$ cat config.mk
export PLATFORM = sky130hd
export DESIGN_NAME = writebackControl_flat
export DESIGN_NICKNAME = d
export VERILOG_FILES = /design/src/hdl/ctrlPkg.sv /design/src/hdl/decodeIf.sv /design/src/hdl/stepIf.sv /design/src/hdl/writebackControl.sv /design/src/flat_wrapper.sv
export VERILOG_INCLUDE_DIRS = /design/src /design/src/include
export SDC_FILE = /design/constraint.sdc
export NUM_CORES = 1
export LEC_CHECK = 0
export ABC_AREA = 0
export BUFFER_PORTS_ARGS = -buffer_cell sky130_fd_sc_hd__buf_2
export CORE_AREA = 2 2 39 41
export DETAILED_ROUTE_END_ITERATION = 12
export DIE_AREA = 0 0 41 43
export SETUP_SLACK_MARGIN = 0.1
export SLEW_MARGIN = 20
export SYNTH_ARGS = -nofsm -noshare
export SYNTH_HDL_FRONTEND = slang
export SYNTH_SLANG_ARGS = --single-unit
$ cat constraint.sdc
create_clock -name vclk -period 1.3
set_input_delay 0.39 -clock vclk [all_inputs]
set_output_delay 0.39 -clock vclk [all_outputs]
set_load 0.02 [all_outputs]
$ cat src/include/ctrl_defines.svh
`ifndef CTRL_DEFINES_SVH
`define CTRL_DEFINES_SVH

// Instruction field widths
`define OPCODE_W  6  // Bits 31:26
`define FUNCT_W   6  // Bits 5:0

// ALU operation code seen by the ALU control block
`define ALUOP_W   4

// Step counter inside one phase
`define STEP_W    4

// Mux select widths
`define SEL_W     2  // PC, ALU source and register destination
`define DATASEL_W 3  // Register file write data

`endif

$ cat src/hdl/ctrlPkg.sv
`include "ctrl_defines.svh"

package ctrlPkg;

  typedef enum logic [1:0] {resetPhase, fetch, execute} phase_t;

  // One class per distinct step table
  typedef enum logic [3:0] {
    ARITH, VARSHIFT, CONSTSHIFT, JR, MOVEHILO, JUMP, JAL, DIV, ILLEGAL
  } instrClass_t;

  // Codes understood by the ALU control block
  typedef enum logic [`ALUOP_W-1:0] {
    NOPASS_A  = 4'd0,  // Passes A through
    ADD       = 4'd1,
    SUB       = 4'd2,
    AND       = 4'd3,
    PASS_B    = 4'd4,
    SHIFT_L1  = 4'd5,  // Shift amount from shamt
    SHIFT_L2  = 4'd6,  // Shift amount from rs
    SHIFT_R   = 4'd7,
    SHIFT_RA1 = 4'd8,
    SHIFT_RA2 = 4'd9,
    SLT       = 4'd10
  } aluOp_t;

  typedef enum logic [`SEL_W-1:0] {
    pcAluResult = 2'b00, pcAluOut = 2'b01, pcJumpTarget = 2'b10, pcUnused = 2'b11
  } pcSel_t;

  typedef enum logic [`SEL_W-1:0] {srcAPc = 2'b00, srcARegA = 2'b01} srcASel_t;
  typedef enum logic [`SEL_W-1:0] {srcBRegB = 2'b00, srcBFour = 2'b01} srcBSel_t;

  typedef enum logic [`SEL_W-1:0] {dstRt = 2'b00, dstRd = 2'b01, dstRa = 2'b11} regDstSel_t;

  typedef enum logic [`DATASEL_W-1:0] {
    dataAluOut = 3'b000, dataHi = 3'b011, dataLo = 3'b100, dataPc = 3'b110
  } regDataSel_t;

endpackage

$ cat src/hdl/decodeIf.sv
`timescale 1ns/1ps

// Decoded view of the instruction currently held in IR
interface decodeIf;
  ctrlPkg::instrClass_t instrClass;
  ctrlPkg::aluOp_t      aluOp;
  logic                 isHi;        // mfhi rather than mflo
  logic                 isJumpLink;  // Jump also writes ra

  modport producer (output instrClass, aluOp, isHi, isJumpLink);
  modport consumer (input instrClass, aluOp, isHi, isJumpLink);

endinterface

$ cat src/hdl/stepIf.sv
`timescale 1ns/1ps
`include "ctrl_defines.svh"

interface stepIf;
  ctrlPkg::phase_t      phase;
  logic [`STEP_W-1:0]   step;
  ctrlPkg::instrClass_t activeClass;  // Class latched at fetch step 2
  logic                 activeHi;
  logic                 lastStep;     // Final execute step of the instruction

  modport producer (output phase, step, activeClass, activeHi, lastStep);
  modport consumer (input phase, step, activeClass, activeHi, lastStep);

endinterface

$ cat src/hdl/writebackControl.sv
`timescale 1ns/1ps
`include "ctrl_defines.svh"

module writebackControl (
  decodeIf.consumer            decoded,
  stepIf.consumer              seq,
  output logic                 regFileWrite,
  output ctrlPkg::regDstSel_t  regDstSel,
  output ctrlPkg::regDataSel_t regDataSel,
  output logic                 hiWrite,
  output logic                 loWrite
);
  import ctrlPkg::*;

  always_comb begin
    regFileWrite = 1'b0;
    regDstSel    = dstRt;
    regDataSel   = dataAluOut;
    hiWrite      = 1'b0;
    loWrite      = 1'b0;
    if (seq.phase == fetch && seq.step == `STEP_W'(2)) begin
      // mfhi, mflo and jal write back together with the PC update
      if (decoded.isJumpLink) begin
        regFileWrite = 1'b1;
        regDstSel    = dstRa;
        regDataSel   = dataPc;
      end else if (decoded.instrClass == MOVEHILO) begin
        regFileWrite = 1'b1;
        regDstSel    = dstRd;
        regDataSel   = decoded.isHi ? dataHi : dataLo;
      end
    end else if (seq.phase == execute) begin
      case (seq.activeClass)
        ARITH, CONSTSHIFT: begin
          regDstSel    = dstRd;
          regFileWrite = (seq.step == `STEP_W'(2));
        end
        VARSHIFT: begin
          regDstSel    = dstRd;
          regFileWrite = (seq.step == `STEP_W'(3));  // One step later for the shifter
        end
        MOVEHILO: begin
          regDstSel  = dstRd;
          regDataSel = seq.activeHi ? dataHi : dataLo;
        end
        JAL: begin
          regDstSel  = dstRa;
          regDataSel = dataPc;
        end
        DIV: begin
          hiWrite = (seq.step == `STEP_W'(3));
          loWrite = (seq.step == `STEP_W'(3));
        end
        default: ;
      endcase
    end
  end

  // Quotient and remainder land together, never on the closing step
  always_comb begin
    assert (hiWrite == loWrite)
      else $error("hiWrite and loWrite differ");
    assert (!(seq.lastStep && (regFileWrite || hiWrite)))
      else $error("register write on the last step of an instruction");
  end

endmodule

$ cat src/flat_wrapper.sv
// flat-port wrapper written by rule: the top's interface ports become plain ports
module writebackControl_flat import ctrlPkg::*;
  (regFileWrite, regDstSel, regDataSel, hiWrite, loWrite, decoded_instrClass, decoded_aluOp, decoded_isHi, decoded_isJumpLink, seq_phase, seq_step, seq_activeClass, seq_activeHi, seq_lastStep);
  decodeIf decoded_i ();
  stepIf seq_i ();
  output logic regFileWrite;
  output ctrlPkg::regDstSel_t regDstSel;
  output ctrlPkg::regDataSel_t regDataSel;
  output logic hiWrite;
  output logic loWrite;
  input wire logic [$bits(decoded_i.instrClass)-1:0] decoded_instrClass;
  input wire logic [$bits(decoded_i.aluOp)-1:0] decoded_aluOp;
  input wire logic [$bits(decoded_i.isHi)-1:0] decoded_isHi;
  input wire logic [$bits(decoded_i.isJumpLink)-1:0] decoded_isJumpLink;
  input wire logic [$bits(seq_i.phase)-1:0] seq_phase;
  input wire logic [$bits(seq_i.step)-1:0] seq_step;
  input wire logic [$bits(seq_i.activeClass)-1:0] seq_activeClass;
  input wire logic [$bits(seq_i.activeHi)-1:0] seq_activeHi;
  input wire logic [$bits(seq_i.lastStep)-1:0] seq_lastStep;
  assign decoded_i.instrClass = decoded_instrClass;
  assign decoded_i.aluOp = decoded_aluOp;
  assign decoded_i.isHi = decoded_isHi;
  assign decoded_i.isJumpLink = decoded_isJumpLink;
  assign seq_i.phase = seq_phase;
  assign seq_i.step = seq_step;
  assign seq_i.activeClass = seq_activeClass;
  assign seq_i.activeHi = seq_activeHi;
  assign seq_i.lastStep = seq_lastStep;
  writebackControl u_core (.decoded(decoded_i), .seq(seq_i), .regFileWrite(regFileWrite), .regDstSel(regDstSel), .regDataSel(regDataSel), .hiWrite(hiWrite), .loWrite(loWrite));
endmodule
==> flow_metrics.tcl, run 1 <==
set metrics [dict create \
    crit_required_ns 0.91 \
    whs_ns 1.148 \
    place_hpwl_um 670.6 \
    violations "negative setup slack" \
    grt-ovfl-total 0 \
    antenna_found_initial 0 \
    nFillCells 137 \
    place_congestion 0.6609 \
    avgRoutedWirePerCell_um 10.42 \
    syn_inst 31 \
    regArea_um2 0 \
    grt_pass1_wl_um 1283 \
    dieWidth_um 41 \
    total_power_uw 134.1 \
    ys_seq_area_share_pct 0 \
    leakage_nw 0.2769 \
    drv_cap 0 \
    antennaDiodeCount 0 \
    seq_cells 0 \
    synthesis.area_um2 202.7 \
    grt_setup_unrepaired "true" \
    num_vias 357 \
    critPathMaxFanout 4 \
    drive_gt1_share_pct 76.92 \
    avgViaCountPerCell 4.407 \
    fin_nets 89 \
    synth_top_area_share_pct 12.35 \
    io_buffers 25 \
    finalHoldViolations 0 \
    max_freq_mhz 587.9 \
    tightest_slew_ns 0.2580 \
    holdBufCountCts 0 \
    grt_pass1_vias 340 \
    outcome "complete, but fails checks" \
    area_growth_pct 200.0 \
    drt.antenna.violating_nets 0 \
    post-route-min-period_ns 1.701 \
    fin_ws_ns -0.4009 \
    drcViolationCount 0 \
    end_kind "output pin" \
    slew_viol_final 0 \
    dr.pass1.iters 2 \
    startpoint_type "input pin" \
    die-area_um2 1763 \
    row_count 14 \
    relSlewSlack_pct 82.78 \
    synth_area_leader_cell "nor3b_2" \
    gr-usage-all-layers_pct 9.790 \
    fin_util_pct 43.94 \
    report.final.setup_viol 8 \
    vdd.ir_drop.worst_v 0.00009911 \
    path_class "input pin to output pin" \
    nClkBuffers 0 \
    num_io_pins 30 \
    routed_wl_um 844 \
    syn_nets 53 \
    first_iter_violations 5 \
    hold_class "input pin to output pin" \
    coreArea_um2 1384 \
    start_util_pct 14.65 \
    period_share_pct 130.8 \
    yosysWarnings 0 \
    avgSynthCellArea_um2 6.539 \
    grt_max_degree 7 \
    yosysUniqueCellTypes 15 \
    powerDensity_nw_per_um2 220.5 \
    worst-endpoint-arrival_ns 1.31 \
    synth_top_cells_by_area "nor3b_2, nor4b_4, nor2_1" \
    chipHeight_um 43 \
    place_ws_ns -0.5108 \
]
==> placed cells by master (no fill, tap or decap) <==
cell and count:
o22ai_2 1, o32ai_4 1, o32ai_2 1, nor4b_4 1
buf_6 12, nor2_4 2, o21ai_2 1, and2_1 1
a21oi_1 1, nand3_4 1, o22ai_4 2, nand2_1 2
nand3b_4 1, buf_4 12, nor3b_4 2, inv_1 4
o21ai_0 1, nor2_1 4, buf_2 11, a21oi_2 2
nand3_1 2
==> metrics by stage <==
stage                     setup TNS (ns)  std cells  area, um2
after floorplan                   -1.508         31      277.8
after global routing              -3.483         81      608.1
after detailed placement          -3.670         79      475.5
after CTS                         -3.107         80      576.8
after global placement            -3.562         79      475.5
final                             -2.979         81      608.1
==> cell families (layout without fill, tap and decap cells) <==
| kind of cell | count (synthesis) | after routing | synth area share, % |
|---|---|---|---|
| AOI/OAI and AO/OA | 10 | 10 | 33.95 |
| buffers and inverters | 5 | 39 | 11.11 |
| and+or+nand+nor | 16 | 16 | 54.93 |
==> power breakdown <==
group | internal [mW] | switching [mW] | total, mW | leakage (nW)
Sequential | 0 | 0 | 0 | 0
Clock | 0 | 0 | 0 | 0
Combinational | 0.0739 | 0.0602 | 0.134 | 0.277
Total | 0.0739 | 0.0602 | 0.134 | 0.277
==> critical path, cell delays in order <==
cell,delay (ns)
buf_6,0.09
nor3b_4,0.27
nand3b_4,0.17
o32ai_4,0.23
buf_6,0.15
==> Yosys cell counts <==
| master | n |
|---|---|
| nor2_1 | 6 |
| inv_1 | 4 |
| a21oi_1 | 3 |
| nand3_1 | 3 |
| o22ai_1 | 3 |
| nand2_1 | 2 |
| nor3b_2 | 2 |
| and2_1 | 1 |
| buf_4 | 1 |
| nand3b_2 | 1 |
| nor4b_4 | 1 |
| o21ai_0 | 1 |
| o21ai_1 | 1 |
| o32ai_1 | 1 |
| o32ai_2 | 1 |
==> final cells by class <==
cell class | instances | area [um2] | area share (%)
Inverter | 4 | 15.01 | 2.469
Multi-Input combinational cell | 26 | 292.8 | 48.15
Tap cell | 16 | 20.02 | 3.292
Timing Repair Buffer | 35 | 280.3 | 46.09
==> timing repair <==
action                                 CTS  global route
setup buffers                            1             1
endpoints found under the hold margin    0             0
gates resized for setup                 23             5
setup endpoints to repair                8             8
cloned                                   0             0
pin swaps                                8             5
==> path summary, 6_finish.rpt <==
| path | slack, ns | to | startpoint | cells after the start |
|---|---|---|---|---|
| worst max-delay path | -0.40 | regDataSel[0] | seq_activeClass[3] | 5 |
| worst min-delay path | 1.15 | regDstSel[0] | seq_activeClass[3] | 5 |
==> per-layer routing <==
| metal | track usage [%] | routed length, um |
|---|---|---|
| met1 | 12.03 | 306 |
| met2 | 18.44 | 488 |
| met3 | 0.5236 | 48 |
| met4 | 0 | 0 |
| met5 | 0 | 0 |
Note: power is estimated with default switching activity, not from simulation.
==> run 2, diff against run 1 <==
- CORE_AREA: 2 2 39 41 -> 10 10 47 49
- DIE_AREA: 0 0 41 43 -> 0 0 57 59
==> flow_metrics.tcl, run 2 (synthesis gave the netlist of run 1 again) <==
set metrics [dict create \
    regArea_um2 0 \
    relSlewSlack_pct 78.32 \
    place_congestion 0.7168 \
    row_count 14 \
    leakage_nw 0.2884 \
    endpoint "regFileWrite" \
    first_iter_violations 3 \
    chipHeight_um 59 \
    cp.depth 6 \
    grt_max_degree 7 \
    wl_met2_um 490 \
    drive_gt1_share_pct 78.13 \
    die-area_um2 3363 \
    drv_cap 0 \
    tightest_slew_ns 0.3238 \
    mostFrequentLayoutCells "buf_6, buf_2, buf_4" \
    top_layer "met3" \
    worst-endpoint-arrival_ns 1.33 \
    max_freq_mhz 580.8 \
    crit_required_ns 0.91 \
    drt.antenna.violating_nets 0 \
    fin_util_pct 44.29 \
    cp_slowest_cell "nor4b_4" \
    layout_commonest_cell "buf_6" \
    end_kind "output pin" \
    avgViaCountPerCell 4.375 \
    drcViolationCount 0 \
    violations "negative setup slack" \
    grt_pass1_vias 341 \
    num_vias 350 \
    dr.pass1.iters 4 \
    routed-wl-met3_um 90 \
    startpoint "decoded_instrClass[0]" \
    io_buffers 25 \
    grt_pass1_wl_um 1552 \
    post-route-min-period_ns 1.722 \
    crit_chain "buf_6 -> nor4b_4 -> buf_4 -> nor2_4 -> o32ai_2 -> buf_4" \
    coreArea_um2 1401 \
    path_delay_family "buffers and inverters" \
    fin_ws_ns -0.4216 \
    dieWidth_um 57 \
    wl_met1_um 366 \
    stdcell_count 80 \
    gr-usage-all-layers_pct 5.227 \
    startpoint_type "input pin" \
    vdd.ir_drop.worst_v 0.00008214 \
    seq_cells 0 \
    period_share_pct 132.4 \
    area_growth_pct 206.2 \
    grt-ovfl-total 0 \
    nClkBuffers 0 \
    path_common_cell "buf_4" \
    routed_wl_um 947 \
    outcome "complete, but fails checks" \
    dp.cells 78 \
    start_util_pct 14.46 \
    max_stage_delay_ns 0.37 \
    place_hpwl_um 806.2 \
    fin_nets 88 \
    powerDensity_nw_per_um2 215.8 \
    critPathMaxFanout 4 \
    path_class "input pin to output pin" \
    grt_setup_unrepaired "true" \
    finalHoldViolations 0 \
    hold_class "input pin to output pin" \
    avgRoutedWirePerCell_um 11.84 \
    report.final.setup_viol 8 \
    hold_depth 4 \
    worst-path-buf-inv 3 \
    num_io_pins 30 \
    antennaDiodeCount 0 \
    antenna_found_initial 0 \
    slew_viol_final 0 \
]
==> run 2: cell types whose count changed in the layout (fill, tap and decap cells not counted) <==
cell,before,now
a21oi_1,1,2
a21oi_2,2,1
buf_4,12,8
buf_6,12,15
nand2_1,2,1
nand2_4,0,1
nand3_1,2,1
nand3_2,0,1
==> run 2: final cells by class <==
class                      instances  area, um2
tap                               16      20.02
multi-input combinational         26      301.5
timing repair buffer              34      284.0
inverter                           4      15.01
fill                             138      780.7
==> run 2: where the power goes <==
part	total (mW)	internal, mW	switching (mW)	leakage [nW]
Sequential	0	0	0	0
Combinational	0.134	0.0733	0.0606	0.288
Clock	0	0	0	0
Total	0.134	0.0733	0.0606	0.288
==> run 2: how the worst min path moves through the flow <==
stage | slack, ns | start | endpoint
final | 1.16 | seq_activeHi | regDataSel[1]
after global routing | 1.19 | seq_activeHi | regDataSel[1]
after CTS | 1.15 | seq_activeClass[3] | regDstSel[0]
after detailed placement | 1.20 | seq_activeClass[1] | loWrite
after global placement | 1.19 | seq_activeHi | regDataSel[1]
after floorplan | 0.87 | seq_activeClass[1] | regDataSel[0]
==> run 2: per-stage QoR <==
stage                     hold WS (ns)  power (mW)  worst slack [ns]  setup TNS (ns)  cell area (um2)
final                            1.164      0.1339           -0.4216          -2.940            620.6
after global routing             1.191      0.1452           -0.5100          -3.537            620.6
after CTS                        1.152      0.1270           -0.4179          -3.126            575.6
after detailed placement         1.197      0.1016           -0.5029          -3.673            467.9
after global placement           1.191      0.1006           -0.4929          -3.600            467.9
after floorplan                 0.8730     0.04355           -0.2392          -1.508            277.8
==> run 2: tightest hold or removal path: stages <==
cell and delay, ns:
buf_2 0.09, nor2_1 0.06, o22ai_4 0.10, buf_6 0.14
==> run 2: routing by layer <==
layer	global-route usage [%]	vias to the layer above
met5	0	-
met4	0	0
met3	1.931	0
met2	9.147	14
met1	6.287	154
li1	-	182
==> run 2: timing repair <==
action	CTS	global route
resized for setup	22	10
endpoints found under the setup margin	8	8
buffers inserted	1	1
pin swaps	6	9
hold buffers	0	0
