===== config.mk =====
export PLATFORM = sky130hd
export DESIGN_NAME = stepSequencer_flat
export DESIGN_NICKNAME = d
export VERILOG_FILES = /design/src/hdl/ctrlPkg.sv /design/src/hdl/decodeIf.sv /design/src/hdl/stepIf.sv /design/src/hdl/stepSequencer.sv /design/src/flat_wrapper.sv
export VERILOG_INCLUDE_DIRS = /design/src /design/src/include
export SDC_FILE = /design/constraint.sdc
export NUM_CORES = 1
export LEC_CHECK = 0
export BUFFER_PORTS_ARGS = -buffer_cell sky130_fd_sc_hd__buf_2
export CAP_MARGIN = 20
export CORE_ASPECT_RATIO = 0.7
export CORE_MARGIN = 2
export CORE_UTILIZATION = 42
export DETAILED_ROUTE_END_ITERATION = 8
export PLACE_DENSITY = 0.75
export SYNTH_ARGS = -nofsm -noshare
export SYNTH_HDL_FRONTEND = slang
export SYNTH_SLANG_ARGS = --single-unit

===== constraint.sdc =====
create_clock -name clk -period 1.7 [get_ports clk]
set_input_delay 0 -clock clk [delete_from_list [all_inputs] [get_ports clk]]
set_output_delay 0 -clock clk [all_outputs]
set_load 0.05 [all_outputs]

===== src/include/ctrl_defines.svh =====
`ifndef CTRL_DEFINES_SVH
`define CTRL_DEFINES_SVH

// Instruction field widths
`define OPCODE_W  6  // Bits 31:26
`define FUNCT_W   6  // Bits 5:0

// ALU operation code seen by the ALU control block
`define ALUOP_W   4

// Step counter inside one phase
`define STEP_W    4

// Mux select widths
`define SEL_W     2  // PC, ALU source and register destination
`define DATASEL_W 3  // Register file write data

`endif


===== src/hdl/ctrlPkg.sv =====
`include "ctrl_defines.svh"

package ctrlPkg;

  typedef enum logic [1:0] {resetPhase, fetch, execute} phase_t;

  // One class per distinct step table
  typedef enum logic [3:0] {
    ARITH, VARSHIFT, CONSTSHIFT, JR, MOVEHILO, JUMP, JAL, DIV, ILLEGAL
  } instrClass_t;

  // Codes understood by the ALU control block
  typedef enum logic [`ALUOP_W-1:0] {
    NOPASS_A  = 4'd0,  // Passes A through
    ADD       = 4'd1,
    SUB       = 4'd2,
    AND       = 4'd3,
    PASS_B    = 4'd4,
    SHIFT_L1  = 4'd5,  // Shift amount from shamt
    SHIFT_L2  = 4'd6,  // Shift amount from rs
    SHIFT_R   = 4'd7,
    SHIFT_RA1 = 4'd8,
    SHIFT_RA2 = 4'd9,
    SLT       = 4'd10
  } aluOp_t;

  typedef enum logic [`SEL_W-1:0] {
    pcAluResult = 2'b00, pcAluOut = 2'b01, pcJumpTarget = 2'b10, pcUnused = 2'b11
  } pcSel_t;

  typedef enum logic [`SEL_W-1:0] {srcAPc = 2'b00, srcARegA = 2'b01} srcASel_t;
  typedef enum logic [`SEL_W-1:0] {srcBRegB = 2'b00, srcBFour = 2'b01} srcBSel_t;

  typedef enum logic [`SEL_W-1:0] {dstRt = 2'b00, dstRd = 2'b01, dstRa = 2'b11} regDstSel_t;

  typedef enum logic [`DATASEL_W-1:0] {
    dataAluOut = 3'b000, dataHi = 3'b011, dataLo = 3'b100, dataPc = 3'b110
  } regDataSel_t;

endpackage


===== src/hdl/decodeIf.sv =====
`timescale 1ns/1ps

// Decoded view of the instruction currently held in IR
interface decodeIf;
  ctrlPkg::instrClass_t instrClass;
  ctrlPkg::aluOp_t      aluOp;
  logic                 isHi;        // mfhi rather than mflo
  logic                 isJumpLink;  // Jump also writes ra

  modport producer (output instrClass, aluOp, isHi, isJumpLink);
  modport consumer (input instrClass, aluOp, isHi, isJumpLink);

endinterface


===== src/hdl/stepIf.sv =====
`timescale 1ns/1ps
`include "ctrl_defines.svh"

interface stepIf;
  ctrlPkg::phase_t      phase;
  logic [`STEP_W-1:0]   step;
  ctrlPkg::instrClass_t activeClass;  // Class latched at fetch step 2
  logic                 activeHi;
  logic                 lastStep;     // Final execute step of the instruction

  modport producer (output phase, step, activeClass, activeHi, lastStep);
  modport consumer (input phase, step, activeClass, activeHi, lastStep);

endinterface


===== src/hdl/stepSequencer.sv =====
`timescale 1ns/1ps
`include "ctrl_defines.svh"

module stepSequencer (
  input  logic                clk,
  input  logic                reset_in,
  decodeIf.consumer           decoded,
  input  logic                divisorDone,
  stepIf.producer             seq,
  output logic                resetOut,
  output logic                pcWrite,
  output ctrlPkg::pcSel_t     pcSrc,
  output logic                irWrite,
  output ctrlPkg::srcASel_t   aluSrcA,
  output ctrlPkg::srcBSel_t   aluSrcB,
  output ctrlPkg::aluOp_t     aluOp,
  output logic                aluOutWrite,
  output logic                aWrite,
  output logic                bWrite,
  output logic                divStart,
  output logic                divReset
);
  import ctrlPkg::*;

  phase_t             phase;
  logic [`STEP_W-1:0] step;
  instrClass_t        activeClass;
  aluOp_t             activeOp;
  logic               activeHi;
  logic [`STEP_W-1:0] finalStep;
  logic               divWait;

  always_comb begin
    case (activeClass)
      VARSHIFT:      finalStep = `STEP_W'(5);  // Extra cycle for the shifter
      MOVEHILO, JAL: finalStep = `STEP_W'(1);
      default:       finalStep = `STEP_W'(4);
    endcase
  end

  assign seq.lastStep = (phase == execute) && (step == finalStep);
  assign divWait = (phase == execute) && (activeClass == DIV) &&
                   (step == `STEP_W'(2)) && !divisorDone;

  always_ff @(posedge clk) begin
    if (reset_in) begin
      phase       <= resetPhase;
      step        <= '0;
      activeClass <= ILLEGAL;
    end else begin
      case (phase)
        resetPhase: begin
          phase <= fetch;
          step  <= '0;
        end
        fetch: begin
          if (step == `STEP_W'(2)) begin
            activeClass <= decoded.instrClass;
            step        <= '0;
            if (decoded.instrClass != JUMP && decoded.instrClass != ILLEGAL) begin
              phase <= execute;
            end
          end else begin
            step <= step + `STEP_W'(1);
          end
        end
        default: begin
          if (seq.lastStep) begin
            phase <= fetch;
            step  <= '0;
          end else if (!divWait) begin  // Holds in DIV step 2 until done
            step <= step + `STEP_W'(1);
          end
        end
      endcase
    end
  end

  always_ff @(posedge clk) begin
    if (phase == fetch && step == `STEP_W'(2)) begin
      activeOp <= decoded.aluOp;
      activeHi <= decoded.isHi;
    end
  end

  assign seq.phase       = phase;
  assign seq.step        = step;
  assign seq.activeClass = activeClass;
  assign seq.activeHi    = activeHi;

  always_comb begin
    resetOut    = (phase == resetPhase);
    pcWrite     = 1'b0;
    pcSrc       = pcAluResult;
    irWrite     = 1'b0;
    aluSrcA     = srcAPc;
    aluSrcB     = srcBRegB;
    aluOp       = NOPASS_A;
    aluOutWrite = 1'b0;
    aWrite      = 1'b0;
    bWrite      = 1'b0;
    divStart    = 1'b0;
    divReset    = 1'b1;
    case (phase)
      fetch: begin
        aluSrcB     = srcBFour;  // PC + 4
        aluOp       = ADD;
        pcSrc       = pcAluOut;
        irWrite     = (step == '0);
        aluOutWrite = (step == '0);
        if (step == `STEP_W'(2)) begin
          pcWrite = 1'b1;
          if (decoded.instrClass inside {JUMP, JAL}) begin
            pcSrc = pcJumpTarget;
          end
        end
      end
      execute: begin
        case (activeClass)
          ARITH, VARSHIFT, DIV: begin
            aWrite = (step == '0);
            bWrite = (step == '0);
          end
          CONSTSHIFT: bWrite = (step == '0);
          JR:         aWrite = (step == '0);
          default:    ;
        endcase
        if (step != '0) begin
          case (activeClass)
            ARITH, VARSHIFT: begin
              aluSrcA = srcARegA;
              aluOp   = activeOp;
            end
            CONSTSHIFT: aluOp = activeOp;  // Shift amount comes from shamt
            JR: begin
              aluSrcA = srcARegA;
              aluOp   = activeOp;
              pcWrite = (step == `STEP_W'(2));
            end
            DIV: begin
              if (step <= `STEP_W'(3)) begin
                divStart = 1'b1;
                divReset = 1'b0;
              end
            end
            default: ;
          endcase
        end
      end
      default: ;
    endcase
  end

  pcIrExclusive: assert property (@(posedge clk) disable iff (reset_in)
    !(pcWrite && irWrite))
    else $error("pcWrite and irWrite pulsed in the same cycle");

  divStartOnlyInDiv: assert property (@(posedge clk) disable iff (reset_in)
    divStart |-> (phase == execute && activeClass == DIV))
    else $error("divStart raised outside a div instruction");

endmodule


===== src/flat_wrapper.sv =====
// flat-port wrapper written by rule: the top's interface ports become plain ports
module stepSequencer_flat import ctrlPkg::*;
  (clk, reset_in, divisorDone, resetOut, pcWrite, pcSrc, irWrite, aluSrcA, aluSrcB, aluOp, aluOutWrite, aWrite, bWrite, divStart, divReset, decoded_instrClass, decoded_aluOp, decoded_isHi, decoded_isJumpLink, seq_phase, seq_step, seq_activeClass, seq_activeHi, seq_lastStep);
  decodeIf decoded_i ();
  stepIf seq_i ();
  input  logic clk;
  input  logic reset_in;
  input  logic divisorDone;
  output logic resetOut;
  output logic pcWrite;
  output ctrlPkg::pcSel_t pcSrc;
  output logic irWrite;
  output ctrlPkg::srcASel_t aluSrcA;
  output ctrlPkg::srcBSel_t aluSrcB;
  output ctrlPkg::aluOp_t aluOp;
  output logic aluOutWrite;
  output logic aWrite;
  output logic bWrite;
  output logic divStart;
  output logic divReset;
  input wire logic [$bits(decoded_i.instrClass)-1:0] decoded_instrClass;
  input wire logic [$bits(decoded_i.aluOp)-1:0] decoded_aluOp;
  input wire logic [$bits(decoded_i.isHi)-1:0] decoded_isHi;
  input wire logic [$bits(decoded_i.isJumpLink)-1:0] decoded_isJumpLink;
  output wire logic [$bits(seq_i.phase)-1:0] seq_phase;
  output wire logic [$bits(seq_i.step)-1:0] seq_step;
  output wire logic [$bits(seq_i.activeClass)-1:0] seq_activeClass;
  output wire logic [$bits(seq_i.activeHi)-1:0] seq_activeHi;
  output wire logic [$bits(seq_i.lastStep)-1:0] seq_lastStep;
  assign decoded_i.instrClass = decoded_instrClass;
  assign decoded_i.aluOp = decoded_aluOp;
  assign decoded_i.isHi = decoded_isHi;
  assign decoded_i.isJumpLink = decoded_isJumpLink;
  assign seq_phase = seq_i.phase;
  assign seq_step = seq_i.step;
  assign seq_activeClass = seq_i.activeClass;
  assign seq_activeHi = seq_i.activeHi;
  assign seq_lastStep = seq_i.lastStep;
  stepSequencer u_core (.clk(clk), .reset_in(reset_in), .decoded(decoded_i), .divisorDone(divisorDone), .seq(seq_i), .resetOut(resetOut), .pcWrite(pcWrite), .pcSrc(pcSrc), .irWrite(irWrite), .aluSrcA(aluSrcA), .aluSrcB(aluSrcB), .aluOp(aluOp), .aluOutWrite(aluOutWrite), .aWrite(aWrite), .bWrite(bWrite), .divStart(divStart), .divReset(divReset));
endmodule

==> results of run 1 <==
metal layers:
metal / vias to the layer above / global-route usage, % / wire (um)
met4: 0 / 6.81 / 53
met2: 74 / 38.5 / 1590
met5: - / 0 / 0
met1: 493 / 36.9 / 1440
met3: 6 / 7.31 / 295
li1: 494 / - / -
cell type report:
cell class / count / area [um2] / share of cell area (%)
Sequential cell: 15 / 383 / 22.1
Inverter: 6 / 25.0 / 1.44
Tap cell: 32 / 40.0 / 2.31
Timing Repair Buffer: 67 / 502 / 29.0
Multi-Input combinational cell: 75 / 757 / 43.7
Clock buffer: 4 / 26.3 / 1.52
registers in the layout, summed over array words and instances, names as in the netlist:
name,count
u_core.activeOp,4
u_core.seq.activeClass,4
u_core.seq.activeHi,1
u_core.seq.phase,2
u_core.seq.step,4
path summary, 6_finish.rpt:
path	slack [ns]	to	start	cells past startpoint
worst max-delay path	-0.12	pcWrite	u_core.seq.step[3]$_SDFFE_PP0P_	6
worst min-delay path	0.001	u_core.seq.activeClass[0]$_SDFFE_PP0P_	decoded_instrClass[0]	3
worst max register to register	-0.05	u_core.seq.step[0]$_SDFFE_PP0P_	u_core.seq.phase[0]$_SDFFE_PP0P_	7
worst min register to register	0.57	u_core.seq.phase[1]$_SDFFE_PP0P_	u_core.seq.phase[1]$_SDFFE_PP0P_	2
power groups by stage:
stage / clock [mW] / sequential, mW / combinational [mW]
6_report: 0.210 / 0.404 / 0.599
5_1_grt: 0.231 / 0.406 / 0.629
4_1_cts: 0.207 / 0.403 / 0.565
3_5_place_dp: 0 / 0.414 / 0.515
3_3_place_gp: 0 / 0.413 / 0.505
2_1_floorplan: 0 / 0.483 / 0.332
cells by family after synthesis:
family	Yosys count	share of synthesized area (%)
AND/OR/NAND/NOR	44	28.6
flip-flops	15	35.6
AO/OA/AOI/OAI	14	11.6
buffers and inverters	12	5.84
adder cells (fa/ha/maj)	6	7.62
multiplexers	5	6.86
XOR/XNOR	4	3.56
other	1	0.381
Yosys cell counts (all sizes together):
cell | number | area share (%)
nor2 | 6 | 2.3
nor4b | 2 | 1.8
nor4bb | 1 | 1.0
a2111oi | 1 | 1.5
and2 | 2 | 1.3
nand4 | 1 | 0.64
mux2 | 1 | 1.5
o22ai | 2 | 1.3
or3 | 1 | 0.64
nor3 | 3 | 1.5
nand2b | 1 | 0.64
nand2 | 2 | 0.76
o21ai | 2 | 1.0
a221oi | 1 | 0.89
clkbuf | 2 | 0.76
xor2 | 1 | 0.89
nor4 | 2 | 1.9
conb | 1 | 0.38
inv | 6 | 2.3
or3b | 2 | 2.0
a31oi | 2 | 2.8
dfxtp | 10 | 20
or4b | 1 | 1.0
nor2b | 7 | 4.4
mux2i | 4 | 5.3
o2111ai | 1 | 0.89
and3b | 1 | 0.89
nand3 | 3 | 1.5
a21o | 1 | 0.76
nand3b | 2 | 1.5
and3 | 5 | 3.2
edfxtp | 5 | 15
a21oi | 3 | 1.5
ha | 6 | 7.6
a211o | 1 | 0.89
buf | 4 | 2.8
xnor2 | 3 | 2.7
nor3b | 2 | 1.5
timing repair:
item / in CTS / in global routing
cloned: 0 / 0
setup buffers: 3 / 4
resized for setup: 29 / 13
endpoints found under the hold margin: 5 / 1
endpoints found under the setup margin: 16 / 18
pin swaps: 12 / 11
hold buffers: 5 / 1
critical path: stages, from the launching register on:
cell       delay (ns)
dfxtp_2          0.37
nor2_4           0.05
buf_6            0.12
a2111oi_4        0.39
a31oi_2          0.18
nor3b_4          0.23
buf_6            0.18
per-stage QoR:
stage	hold WS, ns	instances	TNS [ns]	util [%]	power [mW]
detailed placement	0.179	182	-0.0323	65.5	0.929
floorplan	0.0989	102	-0.579	-	0.815
finish	0.00143	199	-0.865	79.1	1.21
CTS	0.00390	194	-0.514	74.9	1.17
global route	0.0130	199	-1.77	79.1	1.27
global placement	0.177	182	0	65.5	0.918
==> results.cfg, run 1 <==
[place]
place_area_um2 = 1430
dp_slack_ns = -0.0226
place_congestion = 0.840
io_buffers = 39
place_hpwl_mm = 2.12

[sta]
period_share_pct = 107
period_needed_ns = 1.82
fmax_ghz = 0.551
setup_violations = 15
skew_ns = 0.00150
drv_slew = 0
hold_violations = 0
fin_ws_ns = -0.115
rsz0062_at_grt = yes

[floorplanning]
die-area_um2 = 2750
rows = 14
start_util_pct = 45.0
die_h_um = 44.5
coreArea_um2 = 2190
ios = 43
die_width_um = 61.9

[synth]
ys_seq_area_share_pct = 35.6
syn_inst = 101
syn-mean-instance-area_um2 = 9.75
synth.cell_area_um2 = 985
ys_ff_latch = 15
yosys_warnings = 0
ys_types = 43

[critical_path]
crit_type = register to output pin
worstSetupEndpointType = output pin
required_ns = 1.70
crit_arrival_ns = 1.82
startpoint_type = register
path_max_fanout = 3

[layout]
fin_area_um2 = 1730
final_nets = 187
layout_common_cells = buf_2, buf_4, dfxtp_4
layout-drive-gt1-share_pct = 65.3
fillers = 134
diodes = 0
layout_commonest_cell = buf_2
syn_to_final_growth_pct = 76.0

[routing]
drt-pass1-iter-count = 4
drt_iter0_markers = 102
drt-vias-per-instance = 5.36
avgRoutedWirePerCell_um = 17.0
drc = 0
vias = 1067
drtAntennaViolNets = 0
wl_mm = 3.37

[power_and_ir_drop]
pwr-share-seq_pct = 33.3
p_sw_uw = 521
cellPowerDensity_nw_per_um2 = 700
combPwrFrac_pct = 49.4
p_leak_nw = 0.702
clock_power_share_pct = 17.3
swShare_pct = 43.0
p_int_uw = 692
peakVddDrop_uv = 403

[global_routing]
grt_pass1_vias = 1028
grt_pass1_wl_mm = 5.00
grt_max_degree = 13
grt_usage_pct = 25.9
antenna_found_initial = 0
gr-total-overflow = 0

[cts]
cts.sinks = 15
clockBufferDepth = 2
cts_root_buffer = clkbuf_4
clk_pin_slew_ns = 0.09
cts_tree = yes
clk_latency_ns = 0.29
cts_buffers = 3
h-tree-depth = 1

[run_status]
status = finished, violations left
violations = negative setup slack

[min_path]
min_path_type = input port to register

[run]
drv_cap = 0
Note: power is estimated with default switching activity, not from simulation.
==> run 2, diff against run 1 <==
--- a/config.mk
+++ b/config.mk
@@ -10,9 +10,12 @@
 export CAP_MARGIN = 20
 export CORE_ASPECT_RATIO = 0.7
 export CORE_MARGIN = 2
-export CORE_UTILIZATION = 42
+export CORE_UTILIZATION = 44
+export CTS_BUF_LIST = sky130_fd_sc_hd__clkbuf_4 sky130_fd_sc_hd__clkbuf_8
+export CTS_CLUSTER_DIAMETER = 80
 export DETAILED_ROUTE_END_ITERATION = 8
-export PLACE_DENSITY = 0.75
+export PLACE_DENSITY = 0.78
+export REMOVE_ABC_BUFFERS = 1
 export SYNTH_ARGS = -nofsm -noshare
 export SYNTH_HDL_FRONTEND = slang
 export SYNTH_SLANG_ARGS = --single-unit
==> results.cfg, run 2 (synthesized netlist as in run 1, its figures left out) <==
[routing]
avgRoutedWirePerCell_um = 19.6
vias = 1207
drt-vias-per-instance = 5.89
drc = 0
drtAntennaViolNets = 0
drt-pass1-iter-count = 4
wl_mm = 4.02
drt_iter0_markers = 53

[sta]
setup_violations = 15
drv_slew = 0
fin_ws_ns = -0.194
rsz0062_at_grt = yes
holdWs_ns = 0.0160
hold_violations = 0
period_needed_ns = 1.89
fmax_ghz = 0.528
skew_ns = 0.00404
period_share_pct = 111

[layout]
syn_to_final_growth_pct = 82.3
regArea_um2 = 365
layout_common_cells = buf_4, buf_2, buf_6
layout_commonest_cell = buf_4
layout-drive-gt1-share_pct = 66.5
final_nets = 193
multi_input_area_um2 = 766
diodes = 0
final_util_pct = 84.0
reg_top3 = u_core.activeOp x4, u_core.seq.activeClass x4, u_core.seq.step x4
fillers = 109

[place]
place_hpwl_mm = 2.05
place_congestion = 0.822
io_buffers = 39

[min_path]
hp-start = decoded_instrClass[2]
min_path_cells = 3
hold_path_end = u_core.seq.activeClass[2]$_SDFFE_PP0P_
min_path_type = input port to register

[power_and_ir_drop]
p_leak_nw = 0.732
cellPowerDensity_nw_per_um2 = 730
peakVddDrop_uv = 580

[critical_path]
required_ns = 1.70
r2r_end = u_core.seq.step[2]$_SDFFE_PP0P_
startpoint_type = register
crit_arrival_ns = 1.89
r2r_cells = 5
worstSetupEndpointType = output pin
crit_type = register to output pin
path_max_fanout = 4
rr_startpoint = u_core.seq.activeClass[3]$_SDFFE_PP1P_
reg2reg_slack_ns = -0.14

[cts]
clk_latency_ns = 0.29
clk_pin_slew_ns = 0.09
cts.sinks = 15
cts_root_buffer = clkbuf_4
cts_tree = yes
clockBufferDepth = 2
h-tree-depth = 1
cts_buffers = 3

[global_routing]
antenna_found_initial = 1
grt_pass1_vias = 1121
grt_max_degree = 13
grt_pass1_wl_mm = 5.45
gr-total-overflow = 0
grt_usage_pct = 28.7

[floorplanning]
rows = 14
die-area_um2 = 2640
coreArea_um2 = 2140
die_width_um = 60.5
ios = 43
die_h_um = 43.6
start_util_pct = 46.1

[run_status]
status = finished, violations left
violations = negative setup slack

[run]
drv_cap = 0
[run 2: repair_timing]
item / CTS / global route
buffers inserted: 1 / 7
endpoints found under the hold margin: 6 / 0
resized for setup: 48 / 39
hold buffers: 6 / 0
setup endpoints to repair: 14 / 22
pin swaps: 14 / 12
[run 2: worst max-delay path, stage by stage (launching register included)]
cell and delay (ns):
dfxtp_4 0.39, inv_2 0.05, ha_4 0.16, a2111oi_4 0.33, a31oi_1 0.17, nor3b_1 0.25, buf_4 0.24
[run 2: power breakdown]
part | total (mW) | switching [mW] | internal [mW] | leakage (nW)
Combinational | 0.674 | 0.414 | 0.260 | 0.584
Clock | 0.231 | 0.124 | 0.107 | 0.0184
Sequential | 0.407 | 0.0154 | 0.391 | 0.129
[run 2: area by class of cell]
cell class,count,area share (%)
Inverter,6,1.25
Sequential cell,15,20.3
Tap cell,32,2.23
Clock buffer,4,1.67
Timing Repair Buffer,73,31.8
Multi-Input combinational cell,75,42.6
[run 2: layer usage]
layer	vias up	GRT usage, %	wire, um
met2	84	45.0	1930
met5	-	0	13
met3	26	8.66	269
li1	506	-	-
met4	2	15.2	218
met1	589	35.6	1590
[run 2: through the flow]
stage	total power, mW	TNS, ns	instance area (um2)	setup WS, ns	std cells
2_1_floorplan	0.747	-16.80	953	-1.76	96
3_3_place_gp	0.892	0	1340	0.00442	187
6_report	1.31	-1.49	1800	-0.194	205
4_1_cts	1.18	-0.215	1620	-0.0808	198
3_5_place_dp	0.901	-0.0551	1340	-0.0490	187
5_1_grt	1.35	-2.37	1800	-0.255	205
[run 2: worst max-delay path by stage]
stage	cells past startpoint	start	endpoint	slack [ns]
final	6	u_core.seq.step[1]$_SDFFE_PP0P_	pcWrite	-0.19
after global routing	6	u_core.seq.step[1]$_SDFFE_PP0P_	pcWrite	-0.26
after CTS	6	u_core.seq.step[1]$_SDFFE_PP0P_	pcWrite	-0.08
after detailed placement	5	u_core.seq.activeClass[3]$_SDFFE_PP1P_	u_core.seq.step[2]$_SDFFE_PP0P_	-0.05
after global placement	5	u_core.seq.activeClass[3]$_SDFFE_PP1P_	u_core.seq.step[0]$_SDFFE_PP0P_	0.004
after floorplan	5	u_core.seq.phase[1]$_SDFFE_PP0P_	divReset	-1.76
